==> config.mk <==
export PLATFORM = sky130hd
export DESIGN_NAME = rubik_top
export DESIGN_NICKNAME = d
export VERILOG_FILES = /design/src/hw/rubik_pkg.sv /design/src/hw/rubik_regfile.sv /design/src/hw/rubik_seq_gen.sv /design/src/hw/rubik_rsp_dist.sv /design/src/hw/rubik_lane.sv /design/src/hw/rubik_wr_pack.sv /design/src/hw/rubik_top.sv
export SDC_FILE = /design/constraint.sdc
export NUM_CORES = 1
export LEC_CHECK = 0
export ABC_AREA = 1
export BUFFER_PORTS_ARGS = -buffer_cell sky130_fd_sc_hd__buf_2
export CAP_MARGIN = 25
export CORE_MARGIN = 3
export CORE_UTILIZATION = 32
export CTS_BUF_LIST = sky130_fd_sc_hd__clkbuf_2
export DETAILED_ROUTE_END_ITERATION = 16
export PLACE_DENSITY = 0.51
export SLEW_MARGIN = 20
export SYNTH_ARGS = -nofsm -noshare
export SYNTH_HDL_FRONTEND = slang
export SYNTH_HIERARCHICAL = 1
export SYNTH_SLANG_ARGS = --single-unit
export TNS_END_PERCENT = 5
==> constraint.sdc <==
create_clock -name nvdla_core_clk -period 2.4 [get_ports nvdla_core_clk]
set_clock_uncertainty 0.05 [all_clocks]
set_input_delay 0.12 -clock nvdla_core_clk [delete_from_list [all_inputs] [get_ports nvdla_core_clk]]
set_output_delay 0.12 -clock nvdla_core_clk [all_outputs]
set_load 0.02 [all_outputs]
==> src/hw/rubik_pkg.sv <==
// shared widths, register map, mode enum and bus structs, imported by every tile transposer block
`default_nettype none

package rubik_pkg;

  // ================================================
  // geometry
  // ================================================
  localparam int LANES  = 4;               // tile edge, words per tile and elements per word
  localparam int ELEM_W = 8;
  localparam int WORD_W = LANES * ELEM_W;
  localparam int ADDR_W = 16;              // memory word address
  localparam int IDX_W  = 2;               // word index within a tile
  localparam int TILE_W = 8;

  // ================================================
  // register map
  // ================================================
  localparam int REG_ADDR_W = 3;
  localparam logic [REG_ADDR_W-1:0] REG_CTRL   = 3'd0;
  localparam logic [REG_ADDR_W-1:0] REG_SRC    = 3'd1;
  localparam logic [REG_ADDR_W-1:0] REG_DST    = 3'd2;
  localparam logic [REG_ADDR_W-1:0] REG_TILES  = 3'd3;
  localparam logic [REG_ADDR_W-1:0] REG_STATUS = 3'd4;

  localparam int CTRL_START_BIT  = 0;
  localparam int CTRL_MODE_BIT   = 1;
  localparam int STATUS_BUSY_BIT = 0;
  localparam int STATUS_DONE_BIT = 1;  // write 1 to clear

  typedef enum logic {
    MODE_PASS      = 1'b0,
    MODE_TRANSPOSE = 1'b1
  } rubik_mode_e;

  typedef struct packed {
    rubik_mode_e       mode;
    logic [ADDR_W-1:0] src;
    logic [ADDR_W-1:0] dst;
    logic [TILE_W-1:0] tiles;
  } rubik_cfg_t;

  typedef struct packed {
    logic                  cyc;
    logic                  stb;
    logic                  we;
    logic [REG_ADDR_W-1:0] adr;
    logic [WORD_W-1:0]     dat;
  } wb_req_t;

  typedef struct packed {
    logic              ack;
    logic [WORD_W-1:0] dat;
  } wb_rsp_t;

  typedef struct packed {
    logic              valid;
    logic [ADDR_W-1:0] addr;
  } rd_req_t;

  typedef struct packed {
    logic              valid;
    logic [WORD_W-1:0] data;
  } rd_rsp_t;

  typedef struct packed {
    logic              valid;
    logic [ADDR_W-1:0] addr;
    logic [WORD_W-1:0] data;
  } wr_req_t;

  typedef struct packed {
    logic              valid;
    logic [IDX_W-1:0]  idx;   // word position in the tile
    logic [WORD_W-1:0] data;
  } lane_in_t;

endpackage

`default_nettype wire

==> src/hw/rubik_regfile.sv <==
// Wishbone classic register block with job setup, start pulse, sticky done and interrupt
`default_nettype none
`timescale 1ns/10ps

module rubik_regfile import rubik_pkg::*; (
  input  wire logic    nvdla_core_clk,
  input  wire logic    rst_n,
  input  wire wb_req_t wb_req,
  output wb_rsp_t      wb_rsp,
  input  wire logic    busy,
  input  wire logic    done,
  output rubik_cfg_t   cfg,
  output logic         start,
  output logic         irq
);

  logic              ack_q;
  logic [WORD_W-1:0] rdata_q;
  logic [WORD_W-1:0] rd_mux;
  logic              done_q;
  logic              req_hit;
  logic              wr_fire;

  assign req_hit = wb_req.cyc && wb_req.stb;
  assign wr_fire = req_hit && wb_req.we && ack_q;  // write commits with the ack

  // ================================================
  // bus handshake and read path
  // ================================================
  always_comb begin
    rd_mux = '0;
    case (wb_req.adr)
      REG_CTRL:   rd_mux[CTRL_MODE_BIT] = cfg.mode;
      REG_SRC:    rd_mux[ADDR_W-1:0] = cfg.src;
      REG_DST:    rd_mux[ADDR_W-1:0] = cfg.dst;
      REG_TILES:  rd_mux[TILE_W-1:0] = cfg.tiles;
      REG_STATUS: begin
        rd_mux[STATUS_BUSY_BIT] = busy;
        rd_mux[STATUS_DONE_BIT] = done_q;
      end
      default:    rd_mux = '0;
    endcase
  end

  always_ff @(posedge nvdla_core_clk) begin
    if (!rst_n) begin
      ack_q <= 1'b0;
    end else begin
      ack_q <= req_hit && !ack_q;  // single cycle ack
    end
  end

  always_ff @(posedge nvdla_core_clk) begin
    if (req_hit && !ack_q && !wb_req.we) begin
      rdata_q <= rd_mux;
    end
  end

  assign wb_rsp = '{ack: ack_q, dat: rdata_q};

  // ================================================
  // job registers and completion
  // ================================================
  always_ff @(posedge nvdla_core_clk) begin
    if (!rst_n) begin
      cfg    <= '{mode: MODE_PASS, src: '0, dst: '0, tiles: '0};
      start  <= 1'b0;
      done_q <= 1'b0;
    end else begin
      start <= wr_fire && (wb_req.adr == REG_CTRL) && wb_req.dat[CTRL_START_BIT]
               && !busy && !start;
      if (wr_fire) begin
        case (wb_req.adr)
          REG_CTRL:  cfg.mode  <= rubik_mode_e'(wb_req.dat[CTRL_MODE_BIT]);
          REG_SRC:   cfg.src   <= wb_req.dat[ADDR_W-1:0];
          REG_DST:   cfg.dst   <= wb_req.dat[ADDR_W-1:0];
          REG_TILES: cfg.tiles <= wb_req.dat[TILE_W-1:0];
          default:   ;
        endcase
      end
      if (wr_fire && (wb_req.adr == REG_STATUS) && wb_req.dat[STATUS_DONE_BIT]) begin
        done_q <= 1'b0;  // w1c
      end
      if (done) begin
        done_q <= 1'b1;  // set wins over clear
      end
    end
  end

  assign irq = done_q;

endmodule

`default_nettype wire

==> src/hw/rubik_seq_gen.sv <==
// job sequencer issuing tile read requests and tracking finished tiles until the job ends
`default_nettype none
`timescale 1ns/10ps

module rubik_seq_gen import rubik_pkg::*; (
  input  wire logic       nvdla_core_clk,
  input  wire logic       rst_n,
  input  wire rubik_cfg_t cfg,
  input  wire logic       start,
  input  wire logic       lanes_free,
  input  wire logic       tile_done,
  input  wire logic       mem_rd_ready,
  output rd_req_t         rd_req,
  output logic            busy,
  output logic            done
);

  typedef enum logic [1:0] {
    SEQ_IDLE,
    SEQ_READ,
    SEQ_WAIT,
    SEQ_DONE
  } seq_state_e;

  seq_state_e        state;
  logic [ADDR_W-1:0] rd_addr;   // next source word
  logic [IDX_W-1:0]  word_cnt;  // reads issued in this tile
  logic [TILE_W-1:0] tile_cnt;  // tiles written back
  logic              rd_vld;
  logic              rd_fire;

  assign rd_vld  = (state == SEQ_READ) && lanes_free;
  assign rd_fire = rd_vld && mem_rd_ready;

  always_ff @(posedge nvdla_core_clk) begin
    if (!rst_n) begin
      state    <= SEQ_IDLE;
      rd_addr  <= '0;
      word_cnt <= '0;
      tile_cnt <= '0;
    end else begin
      case (state)
        SEQ_IDLE, SEQ_DONE: begin
          state <= SEQ_IDLE;
          if (start) begin
            rd_addr  <= cfg.src;
            word_cnt <= '0;
            tile_cnt <= '0;
            state    <= (cfg.tiles == '0) ? SEQ_DONE : SEQ_READ;  // empty job finishes at once
          end
        end
        SEQ_READ: begin
          if (rd_fire) begin
            rd_addr  <= rd_addr + 1'b1;
            word_cnt <= word_cnt + 1'b1;  // wraps back to 0 for the next tile
            if (word_cnt == IDX_W'(LANES - 1)) begin
              state <= SEQ_WAIT;
            end
          end
        end
        SEQ_WAIT: begin
          if (tile_done) begin
            tile_cnt <= tile_cnt + 1'b1;
            if (tile_cnt + 1'b1 == cfg.tiles) begin
              state <= SEQ_DONE;
            end else begin
              state <= SEQ_READ;
            end
          end
        end
        default: state <= SEQ_IDLE;
      endcase
    end
  end

  assign rd_req = '{valid: rd_vld, addr: rd_addr};
  assign busy   = (state == SEQ_READ) || (state == SEQ_WAIT);
  assign done   = (state == SEQ_DONE);  // one cycle after the last tile_done

endmodule

`default_nettype wire

==> src/hw/rubik_rsp_dist.sv <==
// read response feeder that registers and tags each word with its tile index for the lanes
`default_nettype none
`timescale 1ns/10ps

module rubik_rsp_dist import rubik_pkg::*; (
  input  wire logic    nvdla_core_clk,
  input  wire logic    rst_n,
  input  wire rd_rsp_t rd_rsp,
  input  wire logic    lanes_free,
  output lane_in_t     lane_in,
  output logic         tile_full
);

  logic              vld_q;
  logic [IDX_W-1:0]  tag_q;
  logic [WORD_W-1:0] data_q;
  logic [IDX_W-1:0]  idx;           // index of the next response
  logic              lanes_free_q;

  always_ff @(posedge nvdla_core_clk) begin
    if (!rst_n) begin
      vld_q        <= 1'b0;
      tag_q        <= '0;
      idx          <= '0;
      lanes_free_q <= 1'b1;
      tile_full    <= 1'b0;
    end else begin
      lanes_free_q <= lanes_free;
      vld_q        <= rd_rsp.valid;
      tag_q        <= idx;
      tile_full    <= vld_q && (tag_q == IDX_W'(LANES - 1));
      if (lanes_free && !lanes_free_q) begin
        idx <= '0;                   // resync on a fresh tile
      end else if (rd_rsp.valid) begin
        idx <= idx + 1'b1;           // wraps at LANES
      end
    end
  end

  always_ff @(posedge nvdla_core_clk) begin
    if (rd_rsp.valid) begin
      data_q <= rd_rsp.data;
    end
  end

  assign lane_in = '{valid: vld_q, idx: tag_q, data: data_q};

endmodule

`default_nettype wire

==> src/hw/rubik_lane.sv <==
// one lane buffer building a single output word of the tile from the broadcast input words
`default_nettype none
`timescale 1ns/10ps

module rubik_lane import rubik_pkg::*; #(
  parameter int LANE_ID = 0
) (
  input  wire logic        nvdla_core_clk,
  input  wire logic        rst_n,
  input  wire rubik_mode_e mode,
  input  wire lane_in_t    lane_in,
  output logic [WORD_W-1:0] word
);

  logic [ELEM_W-1:0] elem;  // this lane's element of the incoming word
  logic              own_word;

  assign elem     = lane_in.data[LANE_ID*ELEM_W +: ELEM_W];
  assign own_word = (lane_in.idx == IDX_W'(LANE_ID));

  always_ff @(posedge nvdla_core_clk) begin
    if (!rst_n) begin
      word <= '0;
    end else if (lane_in.valid) begin
      if (mode == MODE_TRANSPOSE) begin
        word[lane_in.idx*ELEM_W +: ELEM_W] <= elem;  // row r lands in element r
      end else if (own_word) begin
        word <= lane_in.data;  // straight copy
      end
    end
  end

endmodule

`default_nettype wire

==> src/hw/rubik_wr_pack.sv <==
// write drain that sends the lane words of a full tile to memory and then frees the lanes
`default_nettype none
`timescale 1ns/10ps

module rubik_wr_pack import rubik_pkg::*; (
  input  wire logic                         nvdla_core_clk,
  input  wire logic                         rst_n,
  input  wire rubik_cfg_t                   cfg,
  input  wire logic                         start,
  input  wire logic                         tile_full,
  input  wire logic [LANES-1:0][WORD_W-1:0] lane_words,
  input  wire logic                         mem_wr_ready,
  output wr_req_t                           wr_req,
  output logic                              lanes_free,
  output logic                              tile_done
);

  logic              draining;
  logic [IDX_W-1:0]  wsel;      // lane being written
  logic [ADDR_W-1:0] wr_addr;
  logic              wr_fire;

  assign wr_fire = draining && mem_wr_ready;

  always_ff @(posedge nvdla_core_clk) begin
    if (!rst_n) begin
      draining   <= 1'b0;
      wsel       <= '0;
      wr_addr    <= '0;
      lanes_free <= 1'b1;
      tile_done  <= 1'b0;
    end else begin
      tile_done <= 1'b0;
      if (start) begin
        wr_addr <= cfg.dst;
      end
      if (tile_full) begin
        draining   <= 1'b1;
        wsel       <= '0;
        lanes_free <= 1'b0;  // lanes hold an unwritten tile
      end
      if (wr_fire) begin
        wr_addr <= wr_addr + 1'b1;
        wsel    <= wsel + 1'b1;
        if (wsel == IDX_W'(LANES - 1)) begin
          draining   <= 1'b0;
          lanes_free <= 1'b1;
          tile_done  <= 1'b1;
        end
      end
    end
  end

  // held stable by the registers until the handshake
  assign wr_req = '{valid: draining, addr: wr_addr, data: lane_words[wsel]};

endmodule

`default_nettype wire

==> src/hw/rubik_top.sv <==
// top level of the tile transposer, wiring registers, sequencer, feeder, lanes and drain
`default_nettype none
`timescale 1ns/10ps

module rubik_top import rubik_pkg::*; (
  input  wire logic    nvdla_core_clk,
  input  wire logic    rst_n,
  input  wire wb_req_t wb_req,
  output wb_rsp_t      wb_rsp,
  output rd_req_t      rd_req,
  input  wire logic    mem_rd_ready,
  input  wire rd_rsp_t rd_rsp,
  output wr_req_t      wr_req,
  input  wire logic    mem_wr_ready,
  output logic         irq
);

  rubik_cfg_t                   cfg;
  logic                         start;
  logic                         busy;
  logic                         done;
  logic                         lanes_free;
  logic                         tile_done;
  logic                         tile_full;
  lane_in_t                     lane_in;
  logic [LANES-1:0][WORD_W-1:0] lane_words;

  rubik_regfile u_regfile (
    .nvdla_core_clk (nvdla_core_clk),
    .rst_n          (rst_n),
    .wb_req         (wb_req),
    .wb_rsp         (wb_rsp),
    .busy           (busy),
    .done           (done),
    .cfg            (cfg),
    .start          (start),
    .irq            (irq)
  );

  rubik_seq_gen u_seq_gen (
    .nvdla_core_clk (nvdla_core_clk),
    .rst_n          (rst_n),
    .cfg            (cfg),
    .start          (start),
    .lanes_free     (lanes_free),
    .tile_done      (tile_done),
    .mem_rd_ready   (mem_rd_ready),
    .rd_req         (rd_req),
    .busy           (busy),
    .done           (done)
  );

  rubik_rsp_dist u_rsp_dist (
    .nvdla_core_clk (nvdla_core_clk),
    .rst_n          (rst_n),
    .rd_rsp         (rd_rsp),
    .lanes_free     (lanes_free),
    .lane_in        (lane_in),
    .tile_full      (tile_full)
  );

  // one lane per output word
  for (genvar i = 0; i < LANES; i++) begin : gen_lane
    rubik_lane #(.LANE_ID(i)) u_lane (
      .nvdla_core_clk (nvdla_core_clk),
      .rst_n          (rst_n),
      .mode           (cfg.mode),
      .lane_in        (lane_in),
      .word           (lane_words[i])
    );
  end

  rubik_wr_pack u_wr_pack (
    .nvdla_core_clk (nvdla_core_clk),
    .rst_n          (rst_n),
    .cfg            (cfg),
    .start          (start),
    .tile_full      (tile_full),
    .lane_words     (lane_words),
    .mem_wr_ready   (mem_wr_ready),
    .wr_req         (wr_req),
    .lanes_free     (lanes_free),
    .tile_done      (tile_done)
  );

endmodule

`default_nettype wire

==> metrics.txt <==
outcome=finished with violations; violated checks=negative setup slack; routed len/inst=around 17 um; first-pass iteration count of the detailed router=6; standard-cell rows=80; via count of the first global-routing pass=approximately 16k; Slew @ Worst Pin=approximately 950 ps; startpoint of the worst hold path=wb_req[33]; number of flip-flops and latches in the synthesized netlist=276; class of the tightest hold or removal check=input pin to register; Hold Crit Depth=5; Critical R2R Launch=u_regfile/ack_q; count of flip-flops with a built-in enable after synthesis=between 40 and 50; dominant combinational cell family by area after synthesis=simple AND/OR/NAND/NOR gates; Static Leak=approximately 9.0 nW; Setup Crit Path Kind=register to output port; Initial Util=about a third; Synth Area in Simple Gates=38.0%; data required time of the worst path=2230 ps; Synth async-reset ratio=0%; worst reg-to-reg setup slack=about 60 ps; Clock Pin Slew Worst Setup and Hold Paths=around 100 ps; portion of the post-synthesis area used by sequential elements=38.5%; cell-internal power=roughly 0.0071 W; largest driver fanout on the critical path=8; fmax=~0.40 GHz; Area growth, synth to finish=28.4%; net total in the final layout=2810; TritonCTS clock tree=done; largest net degree at the start of global routing=just over 90; Avg Inst Size Synth=about 6.6 um2; IO Pins=between 150 and 200; mean number of vias per cell=4.90; proportion of netlist area held by the largest area contributor=roughly 29%; top post-synthesis cells by count=sky130_fd_sc_hd__nand2_1, sky130_fd_sc_hd__nor2_1, sky130_fd_sc_hd__dfxtp_1; clock latency reported for the late side of the worst-skew pair=~1100 ps; type of destination of the critical path=output port; number of sinks handled by clock tree synthesis=roughly 280; post-synthesis compound-gate area fraction=a little over a tenth; RD Place Congestion=~0.83; signal arrival time at the worst endpoint=approximately 2400 ps; adder-cell share of the synthesized area=2.24%; Setup TNS=-3030 ps; floorplan die width=about 230 um; library cell with the largest summed area after synthesis=sky130_fd_sc_hd__dfxtp_1; post-synthesis cell count=between 2k and 2.5k; largest cells by area after synthesis=sky130_fd_sc_hd__dfxtp_1, sky130_fd_sc_hd__nand2_1, sky130_fd_sc_hd__nor2_1, sky130_fd_sc_hd__edfxtp_1, sky130_fd_sc_hd__nand3_1; Post-Layout Inst Area=approximately 0.020 mm2; overall fraction of global-route tracks in use=21.7%; area of the mapped netlist=about 0.016 mm2; sequence of cells on the critical path=clkinv_8 -> clkbuf_16 -> o21ai_4 -> o22ai_4 -> buf_6; most frequent cell after synthesis=sky130_fd_sc_hd__nand2_1; cell at the root of the clock tree=sky130_fd_sc_hd__clkbuf_2; setup repair after global routing missed its margin=true; warnings from Yosys=6; Final Hold Fails=0; post-detailed-routing wire length=between 50 and 60 mm; Logic pwr share=approximately 14%; net switching fraction of the power=about a third; first-pass GRT wire length=86.5 mm; total number of H-tree levels=3; via count=~17k; worst hold path endpoint=u_regfile/rdata_q[6]; depth of the worst register-to-register path=8; antenna violations before repair=2; detailed placer's ending HPWL=38.0 mm; number of buffer and inverter instances along the worst setup path=3; drt first-iter violations=about 1.2k; number of nets with antenna violations after detailed routing=0; pins over their slew limit=0; kind of cell adding the most delay to the critical path=buffers and inverters; worst stage delay on the critical path=~500 ps; most used flip-flop cell after synthesis=sky130_fd_sc_hd__dfxtp_1; Power Dens Cells=519 mW/mm2; post-placement cell area=around 0.017 mm2; final setup slack of the worst path=-125 ps; die outline area=~0.051 mm2; placeable core region=around 0.048 mm2; Worst Hold Slack=107 ps; proportion of power drawn by flip-flops and latches=49.1%; multiplexer fraction of the synthesized cell area=0%; maximum buffer depth of the clock tree=3; # setup viols final=32; type of element launching the critical path=register; fraction of layout instances using a drive strength above 1=a little under a fifth; post-route minimum period=about 2500 ps; remaining global-route overflow=0; remaining design rule violation count=0; core occupancy in the finished layout=41.8%; count of different cell masters after synthesis=51; worst voltage drop across the vdd grid=roughly 330 uV; max cap viols=0; endpoint of the worst-slack reg-to-reg timing path=u_regfile/cfg[33]; Die H=227 um; Critical-path top delay cell=sky130_fd_sc_hd__dfxtp_4; number of buffers created by CTS=slightly above 80; share of the synthesized netlist area taken by xor and xnor gates=less than 1%; number of port buffers=142; Final period util=105%; Max transition margin=36.4%; Clock Power Share=about 36%; sw power=~0.0033 W
[area by class of cell]
type                    instances  area, um2
diodes                          7       17.5
clock buffers                 126        631
clock inverters                17        141
fillers                      5031      27900
inverters                     248        952
multi-input cells            1761       8510
flip-flops and latches        276       6020
well taps                     615        769
repair buffers                336       2980
repair inverters                3       25.0
[stage by stage]
stage	power, W	setup WS, ps	cells
floorplan	0.00595	334	2396
global placement	0.00640	394	3080
detailed placement	0.00642	383	3080
CTS	0.0105	-289	3369
global route	0.0110	-286	3388
finish	0.0104	-125	3389
[cells by family (layout without fill, tap and decap cells)]
| group | count (synthesis) | in the layout |
|---|---|---|
| AOI/OAI and AO/OA | 308 | 308 |
| xor gates and xnor gates | 3 | 3 |
| adders and majority gates | 28 | 28 |
| buffers and inverters | 359 | 730 |
| DFF | 276 | 276 |
| other | 1 | 23 |
| and+or+nand+nor | 1406 | 1406 |
[routing by layer]
metal  GRT usage (%)  vias to the layer above  wire length, um
li1                -                     8242                -
met5               0                        -                0
met2            34.8                      542            26600
met4            8.33                        0             1420
met1            28.7                     7725            25600
met3            4.54                      107             3990
[sequential cells by signal, summed over array words and instances, names as in the netlist, 2 cells and up]
register and count:
u_rsp_dist/tag_q 2, u_rsp_dist/idx 2, u_seq_gen/word_cnt 2, u_regfile/cfg 41, u_regfile/rdata_q 16, u_wr_pack/wr_addr 16, u_seq_gen/tile_cnt 8, u_wr_pack/wsel 2
u_seq_gen/state 2, gen_lane.u_lane/word 128, u_seq_gen/rd_addr 16, u_rsp_dist/data_q 32
[cells in the final DEF (no fill, tap or decap), types with 4 or more instances in the layout]
cell type and n:
sky130_fd_sc_hd__a21oi_1 83, sky130_fd_sc_hd__a22o_1 8, sky130_fd_sc_hd__a31oi_1 5, sky130_fd_sc_hd__buf_12 11, sky130_fd_sc_hd__buf_16 4, sky130_fd_sc_hd__buf_2 109, sky130_fd_sc_hd__buf_4 45, sky130_fd_sc_hd__buf_6 24
sky130_fd_sc_hd__clkbuf_2 126, sky130_fd_sc_hd__clkinv_1 10, sky130_fd_sc_hd__clkinv_2 4, sky130_fd_sc_hd__conb_1 16, sky130_fd_sc_hd__dfxtp_1 221, sky130_fd_sc_hd__dfxtp_2 5, sky130_fd_sc_hd__diode_2 7, sky130_fd_sc_hd__dlygate4sd3_1 136
sky130_fd_sc_hd__edfxtp_1 48, sky130_fd_sc_hd__ha_1 27, sky130_fd_sc_hd__inv_1 224, sky130_fd_sc_hd__inv_2 18, sky130_fd_sc_hd__nand2_1 598, sky130_fd_sc_hd__nand2_2 20, sky130_fd_sc_hd__nand2_4 7, sky130_fd_sc_hd__nand3_1 192
sky130_fd_sc_hd__nand3_2 14, sky130_fd_sc_hd__nand4_1 8, sky130_fd_sc_hd__nor2_1 508, sky130_fd_sc_hd__nor2_2 29, sky130_fd_sc_hd__nor2_4 10, sky130_fd_sc_hd__nor3_1 7, sky130_fd_sc_hd__o21ai_0 78, sky130_fd_sc_hd__o21ai_1 48
sky130_fd_sc_hd__o21ai_2 26, sky130_fd_sc_hd__o21ai_4 7, sky130_fd_sc_hd__o22ai_1 5, sky130_fd_sc_hd__o22ai_2 25
[power groups by stage]
stage	Clock (W)	Combinational, W	Sequential (W)
floorplan	0	0.000869	0.00508
global placement	0	0.00120	0.00520
detailed placement	0	0.00122	0.00520
CTS	0.00394	0.00145	0.00510
global route	0.00420	0.00166	0.00512
finish	0.00379	0.00150	0.00511
[worst register-to-register path, cell delays in order, from the launching register on]
cell,delay (ps)
sky130_fd_sc_hd__dfxtp_2,350
sky130_fd_sc_hd__nand2_1,80
sky130_fd_sc_hd__nor2_4,150
sky130_fd_sc_hd__buf_12,140
sky130_fd_sc_hd__nand2_8,120
sky130_fd_sc_hd__o21ai_2,220
sky130_fd_sc_hd__dlygate4sd3_1,560
sky130_fd_sc_hd__nor2_1,40
sky130_fd_sc_hd__dlygate4sd3_1,550
[worst max-delay path by stage]
stage	startpoint	to	slack, ps	depth (start not counted)
after global placement	u_seq_gen/state[0]	u_seq_gen/rd_addr[5]	390	10
after global routing	u_wr_pack/wsel[0]	wr_req[4]	-290	5
after floorplan	u_rsp_dist/tag_q[0]	gen_lane[1].u_lane/word[28]	330	10
final	u_wr_pack/wsel[0]	wr_req[4]	-120	5
after CTS	u_wr_pack/wsel[1]	wr_req[6]	-290	5
after detailed placement	u_seq_gen/state[0]	u_seq_gen/rd_addr[4]	380	9
[timing repair]
action | 4_1_cts | 5_1_grt
gates cloned | 6 | 6
gates resized for setup | 120 | 111
hold buffers | 135 | 4
setup endpoints to repair | 33 | 40
buffers inserted | 5 | 7
hold endpoints to repair | 324 | 31
pin swaps | 15 | 28
Note: power is estimated with default switching activity, not from simulation.
